File: src/verilog/busPkg.sv
`default_nettype none

package busPkg;

    // Requester order, lowest priority first
    //   0 bank 3, 1 bank 2, 2 bank 1, 3 bank 0
    //   4 D$ odd write, 5 D$ even write, 6 D$ odd read, 7 D$ even read
    //   8 I$ odd, 9 I$ even, 10 DMA
    localparam int NumRequesters = 11;

    // Receivers are IE, IO, DE, DO, B0 to B3 and DMA, index 0 to 8
    localparam int NumReceivers = 9;

    localparam int RequesterIdWidth = 4;
    localparam int ReceiverIdWidth = 4;

    typedef logic [RequesterIdWidth-1:0] requesterId_t;
    typedef logic [ReceiverIdWidth-1:0] receiverId_t;

    // One bit per requester for req, ack, rel and grant
    typedef logic [NumRequesters-1:0] requesterVec_t;

    // One bit per receiver for free and recv
    typedef logic [NumReceivers-1:0] receiverVec_t;

    // Requested destination of each requester
    typedef receiverId_t [NumRequesters-1:0] destVec_t;

    // Selected request from the queue to the grant unit
    typedef struct packed {
        requesterId_t sender;
        receiverId_t  dest;
    } busRequest_t;

    typedef enum logic {
        Idle,
        Busy
    } grantState_t;

endpackage

`default_nettype wire

File: src/verilog/busTop.sv
`timescale 1ns/10ps
`default_nettype none

module busTop (
    input  logic                  clk,
    input  logic                  rst,
    input  busPkg::requesterVec_t req,
    input  busPkg::destVec_t      dest,
    input  busPkg::receiverVec_t  free,
    input  busPkg::requesterVec_t rel,
    output busPkg::requesterVec_t ack,
    output busPkg::requesterVec_t grant,
    output busPkg::receiverVec_t  recv
);
    import busPkg::*;

    logic        reqReady;
    busRequest_t selReq;
    logic        pull;

    requestQueue u_queue (
        .clk      (clk),
        .rst      (rst),
        .req      (req),
        .dest     (dest),
        .free     (free),
        .pull     (pull),
        .ack      (ack),
        .reqReady (reqReady),
        .selReq   (selReq)
    );

    // Owns the bus from pull until the sender's release
    grantUnit u_grant (
        .clk      (clk),
        .rst      (rst),
        .reqReady (reqReady),
        .selReq   (selReq),
        .rel      (rel),
        .pull     (pull),
        .grant    (grant),
        .recv     (recv)
    );

endmodule

`default_nettype wire

File: src/verilog/grantUnit.sv
`timescale 1ns/10ps
`default_nettype none

module grantUnit (
    input  logic                  clk,
    input  logic                  rst,
    input  logic                  reqReady,
    input  busPkg::busRequest_t   selReq,
    input  busPkg::requesterVec_t rel,
    output logic                  pull,
    output busPkg::requesterVec_t grant,
    output busPkg::receiverVec_t  recv
);
    import busPkg::*;

    grantState_t   state;
    busRequest_t   owner;
    requesterVec_t selGrant;
    receiverVec_t  selRecv;

    // Take the selected request as soon as the bus is idle
    assign pull = (state == Idle) && reqReady;

    assign selGrant = requesterVec_t'(1) << selReq.sender;
    assign selRecv  = receiverVec_t'(1) << selReq.dest;

    always_ff @(posedge clk) begin
        if (rst) begin
            state <= Idle;
            grant <= '0;
            recv  <= '0;
        end else begin
            unique case (state)
                Idle: begin
                    if (pull) begin
                        state <= Busy;
                        grant <= selGrant;
                        recv  <= selRecv;
                    end
                end
                Busy: begin
                    if (rel[owner.sender]) begin  // Only the owner can end the transfer
                        state <= Idle;
                        grant <= '0;
                        recv  <= '0;
                    end
                end
                default: begin
                    state <= Idle;
                    grant <= '0;
                    recv  <= '0;
                end
            endcase
        end
    end

    always_ff @(posedge clk) begin
        if (pull) begin
            owner <= selReq;
        end
    end

    grantOneHot: assert property (
        @(posedge clk) disable iff (rst)
        $onehot0(grant) && $onehot0(recv)
    ) else $error("grant %h or recv %h is not one-hot", grant, recv);

    // A sender always has a receiver, and the pair follows the state
    grantPairsRecv: assert property (
        @(posedge clk) disable iff (rst)
        ((|grant) == (|recv)) && ((|grant) == (state == Busy))
    ) else $error("grant %h and recv %h disagree", grant, recv);

endmodule

`default_nettype wire

File: src/verilog/requestQueue.sv
`timescale 1ns/10ps
`default_nettype none

module requestQueue (
    input  logic                  clk,
    input  logic                  rst,
    input  busPkg::requesterVec_t req,
    input  busPkg::destVec_t      dest,
    input  busPkg::receiverVec_t  free,
    input  logic                  pull,
    output busPkg::requesterVec_t ack,
    output logic                  reqReady,
    output busPkg::busRequest_t   selReq
);
    import busPkg::*;

    requesterVec_t slotValid;
    destVec_t      slotDest;
    requesterVec_t load;
    requesterVec_t clear;
    requesterVec_t eligible;

    // A slot takes a new request only when it is empty
    assign load = req & ~slotValid;

    always_comb begin
        clear = '0;
        if (pull) begin
            clear[selReq.sender] = 1'b1;  // Slot taken by the grant unit
        end
    end

    always_comb begin
        for (int i = 0; i < NumRequesters; i++) begin
            eligible[i] = slotValid[i]
                          && (slotDest[i] < receiverId_t'(NumReceivers))
                          && free[slotDest[i]];
        end
    end

    // Fixed priority, the highest eligible index wins
    always_comb begin
        reqReady = 1'b0;
        selReq   = '0;
        for (int i = 0; i < NumRequesters; i++) begin
            if (eligible[i]) begin
                reqReady      = 1'b1;
                selReq.sender = requesterId_t'(i);
                selReq.dest   = slotDest[i];
            end
        end
    end

    always_ff @(posedge clk) begin
        if (rst) begin
            slotValid <= '0;
            ack       <= '0;
        end else begin
            slotValid <= (slotValid | load) & ~clear;
            ack       <= load;  // One cycle after the load
        end
    end

    always_ff @(posedge clk) begin
        for (int i = 0; i < NumRequesters; i++) begin
            if (load[i]) begin
                slotDest[i] <= dest[i];
            end
        end
    end

    // The grant unit may only pull while a request is eligible
    pullNeedsReady: assert property (
        @(posedge clk) disable iff (rst)
        pull |-> reqReady
    ) else $error("pull without an eligible request");

    for (genvar g = 0; g < NumRequesters; g++) begin : gDestCheck
        destInRange: assert property (
            @(posedge clk) disable iff (rst)
            load[g] |=> (slotDest[g] < receiverId_t'(NumReceivers))
        ) else $error("requester %0d loaded destination %0d", g, slotDest[g]);
    end

endmodule

`default_nettype wire
File: config.mk
export PLATFORM = sky130hd
export DESIGN_NAME = busTop
export DESIGN_NICKNAME = d
export VERILOG_FILES = /design/src/verilog/busPkg.sv /design/src/verilog/busTop.sv /design/src/verilog/grantUnit.sv /design/src/verilog/requestQueue.sv
export SDC_FILE = /design/constraint.sdc
export NUM_CORES = 1
export LEC_CHECK = 0
export ABC_AREA = 1
export BUFFER_PORTS_ARGS = -buffer_cell sky130_fd_sc_hd__buf_2
export CAP_MARGIN = 40
export CORE_MARGIN = 3
export CORE_UTILIZATION = 45
export DETAILED_ROUTE_END_ITERATION = 6
export HOLD_SLACK_MARGIN = 0.06
export PLACE_DENSITY_LB_ADDON = 0.08
export SYNTH_ARGS = -nofsm -noshare
export SYNTH_HDL_FRONTEND = slang
export SYNTH_HIERARCHICAL = 1
export SYNTH_SLANG_ARGS = --single-unit
File: constraint.sdc
create_clock -name clk -period 6.6 [get_ports clk]
set_input_delay 1.65 -clock clk [delete_from_list [all_inputs] [get_ports clk]]
set_output_delay 1.65 -clock clk [all_outputs]
set_load 0.005 [all_outputs]
==> reports/metrics.cfg, run 1 <==
[outcome]
outcome = completed

[global_routing]
grt_overflow = 0
grtUsageTotal_pct = 21.7
grt_pass1_vias = 4648
grt_pass1_wl_um = 22100
antenna_found_initial = 0
grt_max_degree = 38

[finish]
fin_util_pct = 55.7
fin_area_um2 = 6140
fin_cells = 957
drive_gt1_share_pct = 22.2
antenna_cells = 0
areaGrowthSynthToFinish_pct = 18.7
nNetsFinal = 889

[drt]
drcViolationCount = 0
dr.pass1.iters = 5
vias_per_cell = 5.14
wl_um = 13700
ant_nets = 0
routedWlPerCell_um = 14.3
drt_iter0_markers = 342
vias = 4915

[timing]
setup_viol = 0
hold_slack_ns = 0.463
fin_crit_sh_pct = 63.9
tightest_slew_ns = 0.871
finClkSkew_ns = 0.00844
period_needed_ns = 4.21
final-max-slew-violation-count = 0
setup_ws_ns = 2.39
fmax_ghz = 0.237
setup-tns-final_ns = 0
rsz0062_at_grt = false
maxSlewHeadroom_pct = 41.9
hold_viol = 0

[placement]
dp_slack_ns = 2.03
place_congestion = 0.889
placed_area_um2 = 5820
dpl.hpwl_um = 10200
placement.io_buffers = 107
dpl.cell_count = 941

[setup_path]
cp.arrival_ns = 4.47
endpoint_kind = flop
required_ns = 6.85
path_class = in2reg
worstSetupStartpointType = input port
path_max_fanout = 9

[power]
vdd_drop_max_mv = 0.249
p_leak_nw = 3.04
p_per_area_nw_per_um2 = 276
p_total_mw = 1.70

[clock_network]
clock-sinks = 91
cts_htree_levels = 3
cts_made_buffers = 9
clock_latency_ns = 0.35
hold_buffers = 0
cts.clk_slew.worst_paths_ns = 0.07
root_buffer = clkbuf_16
post_cts_buffers = 0
ctsResizeCount = 0
cts_tree = built
clock_path_buffers = 2

[die]
coreArea_um2 = 11000
row_count = 38
die_width_um = 113
die_area_um2 = 12800
ios = 108
fp.dieH_um = 113
start_util_pct = 46.9

[synthesis]
avgSynthCellArea_um2 = 7.35
yosysWarnings = 6
synth_fp_nets = 781
syn_area_um2 = 5180
ys_types = 39
synth-seq-cells = 91
netlist_instances = 704
seq_area_frac_synth_pct = 44.5

[worst_hold_path]
hp-class = reg2reg

[job]
cap_violations = 0

path summary, 6_finish.rpt:
| kind | cells past startpoint | slack, ns | to | start |
|---|---|---|---|---|
| hold / removal | 2 | 0.46 | u_grant/grant[4] | u_grant/grant[4] |
| hold reg to reg | 2 | 0.46 | u_grant/grant[4] | u_grant/grant[4] |
| setup / recovery | 19 | 2.39 | u_queue/slotValid[3] | free[2] |
| setup reg to reg | 16 | 3.56 | u_queue/slotValid[3] | u_queue/slotDest[16] |
flip-flops by register name, summed over array words and instances, names as in the netlist:
| name | cells |
|---|---|
| u_queue/slotDest | 44 |
| u_grant/grant | 11 |
| u_queue/ack | 11 |
| u_queue/slotValid | 11 |
| u_grant/recv | 9 |
| u_grant/owner | 4 |
| u_grant/state | 1 |
routing by layer:
metal  global-route usage, %  share of wire (%)
met2                    36.0                 47
met4                    5.21                1.0
met5                       0                  0
met1                    28.5                 44
met3                    5.83                7.3
power breakdown:
group | total, mW | internal, mW | switching, mW
Combinational | 0.425 | 0.145 | 0.280
Clock | 0.560 | 0.335 | 0.225
Sequential | 0.711 | 0.662 | 0.0488
layout by cell type, fill, tap and decap left out, types with 2 or more instances in the layout:
master	synthesis	routed
nand2_1	154	154
a21oi_1	42	42
nand4_1	6	6
edfxtp_1	48	48
nand2_2	17	17
inv_1	116	116
nor3_1	26	26
nand3b_1	3	3
nand3_1	80	80
o211ai_1	6	6
dfxtp_1	43	43
bufinv_16	0	2
nor2_1	54	54
nand2_4	4	4
o21ai_0	47	47
nand3_2	3	3
a21oi_2	10	10
a21oi_4	3	3
o21ai_1	3	3
inv_2	14	14
buf_2	3	107
nor2_2	2	2
clkbuf_16	0	9
synth_stat cells (all sizes together):
master	count	area (um^2)
nor2	56	215
nand4	6	37.5
a21oi	55	347
clkbuf	4	16.3
o21bai	1	7.51
inv	130	488
clkinv	1	5.00
nand3b	3	22.5
o2111ai	1	15.0
a221oi	1	8.76
nand3	83	430
o31ai	1	7.51
or2	1	6.26
a211oi	1	7.51
o211ai	7	57.6
dfxtp	43	861
o21ai	51	259
buf	6	53.8
nor4	1	6.26
o41ai	1	8.76
nor3	27	140
edfxtp	48	1440
nand2	175	729
and3	1	6.26
worst max-delay path: stages:
cell and delay [ns]:
buf_2 0.12, inv_1 0.31, a21oi_1 0.12, o21ai_0 0.09, nand2_1 0.06, o211ai_1 0.15
nand2_1 0.08, nand2_2 0.13, nand2_2 0.10, nor2_2 0.14, o21ai_1 0.13, nand3_1 0.15
inv_1 0.10, nor2_1 0.48, inv_1 0.15, nor2_1 0.25, nand4_1 0.12, nand2_1 0.07
inv_1 0.04
final cells by class:
| type | count | area (um^2) |
|---|---|---|
| multi-input combinational | 472 | 2310 |
| fill | 1070 | 4890 |
| clock inverter | 7 | 100 |
| tap | 140 | 175 |
| sequential | 91 | 2300 |
| inverter | 131 | 493 |
| timing repair buffer | 107 | 536 |
| clock buffer | 9 | 225 |
cell families after synthesis:
logic type	after synthesis	share of synthesized area, %
simple gates	353	30.8
compound gates	119	13.9
buf+inv	141	10.9
flops	91	44.5
(Power assumes the default switching activity.)
==> inputs of run 2 (changes only) <==
- clock period: 6.6 -> 3.9 ns (I/O delays scaled with it)
==> reports/metrics.cfg, run 2 (synthesized netlist as in run 1, its figures left out) <==
[drt]
drt_iter0_markers = 339  ; -0.88%
ant_nets = 0  ; unchanged
vias = 4988  ; +1.5%
wl_um = 13700  ; +0.55%
dr.pass1.iters = 5  ; unchanged
routedWlPerCell_um = 14.3  ; +0.23%
drcViolationCount = 0  ; unchanged
vias_per_cell = 5.20  ; +1.2%

[timing]
setup_ws_ns = 0.609  ; -1.78 ns
hold_viol = 0  ; unchanged
hold_slack_ns = 0.465  ; +0.00201 ns
fin_crit_sh_pct = 84.4
fmax_ghz = 0.304
maxSlewHeadroom_pct = 41.1  ; -0.84 points
final-max-slew-violation-count = 0  ; unchanged
setup-tns-final_ns = 0  ; unchanged
setup_viol = 0  ; unchanged
finClkSkew_ns = 0.0109  ; +0.00244 ns
period_needed_ns = 3.29
tightest_slew_ns = 0.884  ; +0.0126 ns
rsz0062_at_grt = false

[global_routing]
grt_pass1_vias = 4734  ; +1.9%
grt_pass1_wl_um = 22500  ; +2.1%
antenna_found_initial = 0  ; unchanged
grt_max_degree = 38  ; unchanged
grt_overflow = 0  ; unchanged
grtUsageTotal_pct = 22.1  ; +0.36 points

[power]
p_leak_nw = 3.03  ; -0.14%
vdd_drop_max_mv = 0.319  ; +28%
p_per_area_nw_per_um2 = 451  ; +63%

[finish]
antenna_cells = 0  ; unchanged
final_cell_mix = nand2_1, inv_1, buf_2
final_common_cell = nand2_1
fillerInstances = 1094  ; +2.2%
nNetsFinal = 892  ; +0.34%
largest_register_ffs = 44  ; unchanged
regMostFlops = u_queue/slotDest
drive_gt1_share_pct = 22.2  ; +0.041 points
areaGrowthSynthToFinish_pct = 18.1

[clock_network]
ctsResizeCount = 0  ; unchanged
cts_made_buffers = 9  ; unchanged
cts_tree = built
post_cts_buffers = 0  ; unchanged
root_buffer = clkbuf_16
hold_buffers = 0  ; unchanged
clock-sinks = 91  ; unchanged
cts.clk_slew.worst_paths_ns = 0.06  ; about the same
cts_htree_levels = 3  ; unchanged
clock_path_buffers = 2  ; unchanged
clock_latency_ns = 0.35  ; about the same

[setup_path]
endpoint_kind = flop
crit_path_cell_trace = buf_2 -> inv_1 -> a21oi_1 -> o21ai_0 -> nand3_1 -> nand3_1 -> nand2_1 -> nand2_1 -> nand2_1 -> o21ai_1 -> nand3_1 -> inv_1 -> nand2_1 -> nand2_4 -> nand2_1 -> a21oi_1
path_class = in2reg
cp.arrival_ns = 3.56  ; -0.91 ns
critPathLaunch = free[2]
rrSetupSlack_ns = 1.04  ; -2.52 ns
required_ns = 4.17  ; -2.68 ns
r2r-start = u_queue/slotDest[20]
reg2reg_depth = 15  ; -1
crit_slowest_cell = inv_1
cpMostUsedCell = nand2_1
path_max_fanout = 13  ; +4
max_stage_delay_ns = 0.30  ; -0.18 ns
worstSetupStartpointType = input port

[placement]
place_congestion = 0.839  ; -5.6%
dp_slack_ns = 0.311  ; -1.72 ns
dpl.hpwl_um = 10200  ; about the same
placement.io_buffers = 107  ; unchanged

[die]
start_util_pct = 46.9  ; unchanged
die_area_um2 = 12800  ; unchanged
row_count = 38  ; unchanged
coreArea_um2 = 11000  ; unchanged
fp.dieH_um = 113  ; unchanged
ios = 108  ; unchanged
die_width_um = 113  ; unchanged

[worst_hold_path]
hp-start = u_grant/recv[5]
min_path_cells = 2  ; unchanged
hp-class = reg2reg

[outcome]
outcome = completed

[job]
cap_violations = 0  ; unchanged

[run 2: cell count changes in the layout (fill, tap and decap cells not counted), sizes merged]
cell and change:
inv -1, bufinv -2, buf +3, clkinv -1
clkbuf +5, clkinvlp -1
[run 2: worst paths after layout]
kind / end
max: u_grant/recv[5]
min reg2reg: u_grant/recv[5]
min: u_grant/recv[5]
max reg2reg: u_grant/recv[5]
[run 2: cell type report]
| class | instances | area, um^2 | area share [%] |
|---|---|---|---|
| Clock buffer | 14 | 264 | 4.32 |
| Clock inverter | 2 | 11.3 | 0.184 |
| Inverter | 131 | 493 | 8.06 |
| Multi-Input combinational cell | 472 | 2310 | 37.8 |
| Sequential cell | 91 | 2300 | 37.6 |
| Tap cell | 140 | 175 | 2.86 |
| Timing Repair Buffer | 110 | 558 | 9.12 |
[run 2: report_power, final]
part           internal, mW  switching (mW)  leakage (nW)  total (mW)
Clock                 0.467           0.350         0.137       0.816
Sequential             1.12          0.0839         0.814        1.21
Combinational         0.259           0.479          2.08       0.738
[run 2: metrics by stage]
step,cells,power [mW],utilization (%),area (um^2)
after floorplan,704,1.75,-,5180
after global placement,944,1.95,52.9,5840
after detailed placement,944,1.96,52.9,5840
after CTS,960,2.79,55.4,6120
after global routing,960,2.95,55.4,6120
final,960,2.76,55.4,6120
[run 2: critical path, delay by kind of cell]
family	cells	cell delay [ns]
compound gates	4	0.62
simple gates	9	1.40
buf+inv	3	0.56
[run 2: per-layer routing]
metal / up-vias / GRT usage (%) / wire (um)
met3: 23 / 5.51 / 947
li1: 2523 / - / -
met2: 175 / 35.3 / 6310
met4: 0 / 7.85 / 269
met1: 2267 / 29.2 / 6220
met5: - / 0 / 0
==> inputs of run 3 (changes only) <==
- clock period: 3.9 -> 3 ns (I/O delays scaled with it)
==> reports/metrics.cfg, run 3 (synthesized netlist as in run 1, its figures left out) <==
[global_routing]
antenna_found_initial = 0  ; unchanged
grt_max_degree = 31  ; -18%
grt_pass1_wl_um = 23500  ; +4.4%
grt_pass1_vias = 4934  ; +4.2%
grt_overflow = 0  ; unchanged
grtUsageTotal_pct = 23.0  ; +0.85 points

[power]
switchingPower_mw = 1.23  ; +35%
vdd_drop_max_mv = 0.612  ; +92%
pwr-share-comb_pct = 28.6  ; +1.9 points
power_frac_clock_pct = 30.3  ; +0.7 points
p_leak_nw = 3.25  ; +7.0%
switching_share_pct = 32.3  ; -0.77 points
p_seq_share_pct = 41.1  ; -2.6 points
p_per_area_nw_per_um2 = 584  ; +29%
p_int_mw = 2.59  ; +40%

[die]
row_count = 38  ; unchanged
ios = 108  ; unchanged
fp.dieH_um = 113  ; unchanged
start_util_pct = 46.9  ; unchanged
die_area_um2 = 12800  ; unchanged
coreArea_um2 = 11000  ; unchanged
die_width_um = 113  ; unchanged

[placement]
dpl.cell_count = 980  ; +3.8%
placement.io_buffers = 107  ; unchanged
placed_area_um2 = 6140  ; +5.1%
dpl.hpwl_um = 11000  ; +7.1%
place_congestion = 0.965  ; +15%
dp_slack_ns = -0.139  ; -0.450 ns

[setup_path]
required_ns = 3.28  ; -0.89 ns
max_stage_delay_ns = 0.24  ; -0.06 ns
crit_path_cell_trace = buf_2 -> clkinvlp_4 -> buf_4 -> nand2_1 -> nand3_1 -> nand3_1 -> nand3_2 -> nand2_1 -> nand2_1 -> o21ai_1 -> nand3_1 -> nand2_1 -> o21ai_1 -> nand2_1 -> nand2_1 -> nand2_1 -> nand2_1 -> a21oi_4 -> and3_4 -> nand3_1 -> a21oi_1
worstSetupStartpointType = input port
path_class = in2reg
critPathLaunch = free[3]
path_max_fanout = 6  ; -7
cp.arrival_ns = 3.07  ; -0.49 ns
crit_slowest_cell = a21oi_4
cpMostUsedCell = nand2_1
endpoint_kind = flop
r2r-start = u_queue/slotDest[16]

[finish]
regMostFlops = u_queue/slotDest
fillerInstances = 1032  ; -5.7%
areaGrowthSynthToFinish_pct = 26.4
drive_gt1_share_pct = 27.8  ; +5.6 points
final_common_cell = nand2_1
final_cell_mix = nand2_1, inv_1, buf_2
largest_register_ffs = 44  ; unchanged
nNetsFinal = 931  ; +4.4%
fin_area_um2 = 6540  ; +7.0%
fin_cells = 999  ; +4.1%
antenna_cells = 0  ; unchanged

[timing]
fmax_ghz = 0.358
rsz0062_at_grt = true
maxSlewHeadroom_pct = 53.4  ; +12 points
hold_viol = 0  ; unchanged
setup_ws_ns = 0.207  ; -0.402 ns
finClkSkew_ns = 0.00828  ; -0.00260 ns
tightest_slew_ns = 0.699  ; -0.185 ns
final-max-slew-violation-count = 0  ; unchanged
fin_crit_sh_pct = 93.1
setup-tns-final_ns = 0  ; unchanged
setup_viol = 0  ; unchanged
period_needed_ns = 2.79

[worst_hold_path]
hp-start = u_grant/grant[4]
hp-class = reg2reg

[clock_network]
clock_path_buffers = 2  ; unchanged
cts.clk_slew.worst_paths_ns = 0.06  ; about the same
cts_htree_levels = 3  ; unchanged
cts_made_buffers = 9  ; unchanged
cts_tree = built
clock-sinks = 91  ; unchanged
clock_latency_ns = 0.35  ; about the same
root_buffer = clkbuf_16

[drt]
ant_nets = 0  ; unchanged
drcViolationCount = 0  ; unchanged
vias = 5113  ; +2.5%
vias_per_cell = 5.12  ; -1.5%
routedWlPerCell_um = 14.3  ; +0.21%
wl_um = 14300  ; +4.3%
dr.pass1.iters = 5  ; unchanged
drt_iter0_markers = 421  ; +24%

[job]
cap_violations = 0  ; unchanged

[outcome]
outcome = completed

-- run 3: changes by cell type in the layout (fill, tap and decap cells not counted), moves of 2 or more --
| cell | delta |
|---|---|
| clkbuf_8 | +2 |
| nor2_2 | +3 |
| buf_12 | +2 |
| nor3_2 | +2 |
| buf_4 | +37 |
| nand2_2 | +6 |
| nand2_1 | -6 |
| o21ai_0 | -2 |
| o21ai_1 | +2 |
| nor3_1 | -3 |
| a21oi_1 | -2 |
| nor2_1 | -3 |
-- run 3: stage by stage --
step                      total power, mW  utilization, %  hold WS (ns)
final                                3.82            59.3         0.461
after global routing                 4.06            59.3         0.481
after CTS                            3.80            58.5         0.464
after detailed placement             2.63            55.6         0.452
after global placement               2.61            55.6         0.452
after floorplan                      2.27               -         0.423
-- run 3: worst max-delay path, delay by kind of cell --
kind,cells,cell delay (ns)
AOI/OAI and AO/OA,4,0.59
buffers and inverters,3,0.50
and+or+nand+nor,14,1.19
-- run 3: worst paths after layout --
kind | end | slack (ns) | cells after the start
hold / removal | u_grant/grant[4] | 0.46 | 2
setup / recovery | u_grant/recv[4] | 0.21 | 21
hold reg to reg | u_grant/grant[4] | 0.46 | 2
setup reg to reg | u_grant/recv[0] | 0.38 | 20
-- run 3: power groups by stage --
stage	sequential (mW)	combinational (mW)	clock [mW]
floorplan	1.57	0.703	0
global placement	1.59	1.02	0
detailed placement	1.59	1.04	0
CTS	1.57	1.04	1.18
global route	1.59	1.23	1.24
finish	1.57	1.09	1.16
-- run 3: layout make-up --
cell class	instances	area [um^2]	area share, %
multi-input combinational	472	2380	36.4
sequential	91	2300	35.2
timing repair buffer	149	876	13.4
inverter	131	497	7.59
clock buffer	16	313	4.78
tap	140	175	2.68
-- run 3: per-layer routing --
metal,global-route usage (%),vias to the layer above,wire (um)
li1,-,2606,-
met1,30.4,2294,6280
met2,37.0,186,6680
met3,5.99,27,1130
met4,6.97,0,243
met5,0,-,0
-- run 3: timing repair --
| action | CTS | global route |
|---|---|---|
| resized for setup | 0 | 21 |
| buffers inserted | 0 | 3 |
| hold buffers | 0 | 0 |
| endpoints found under the setup margin | 0 | 15 |
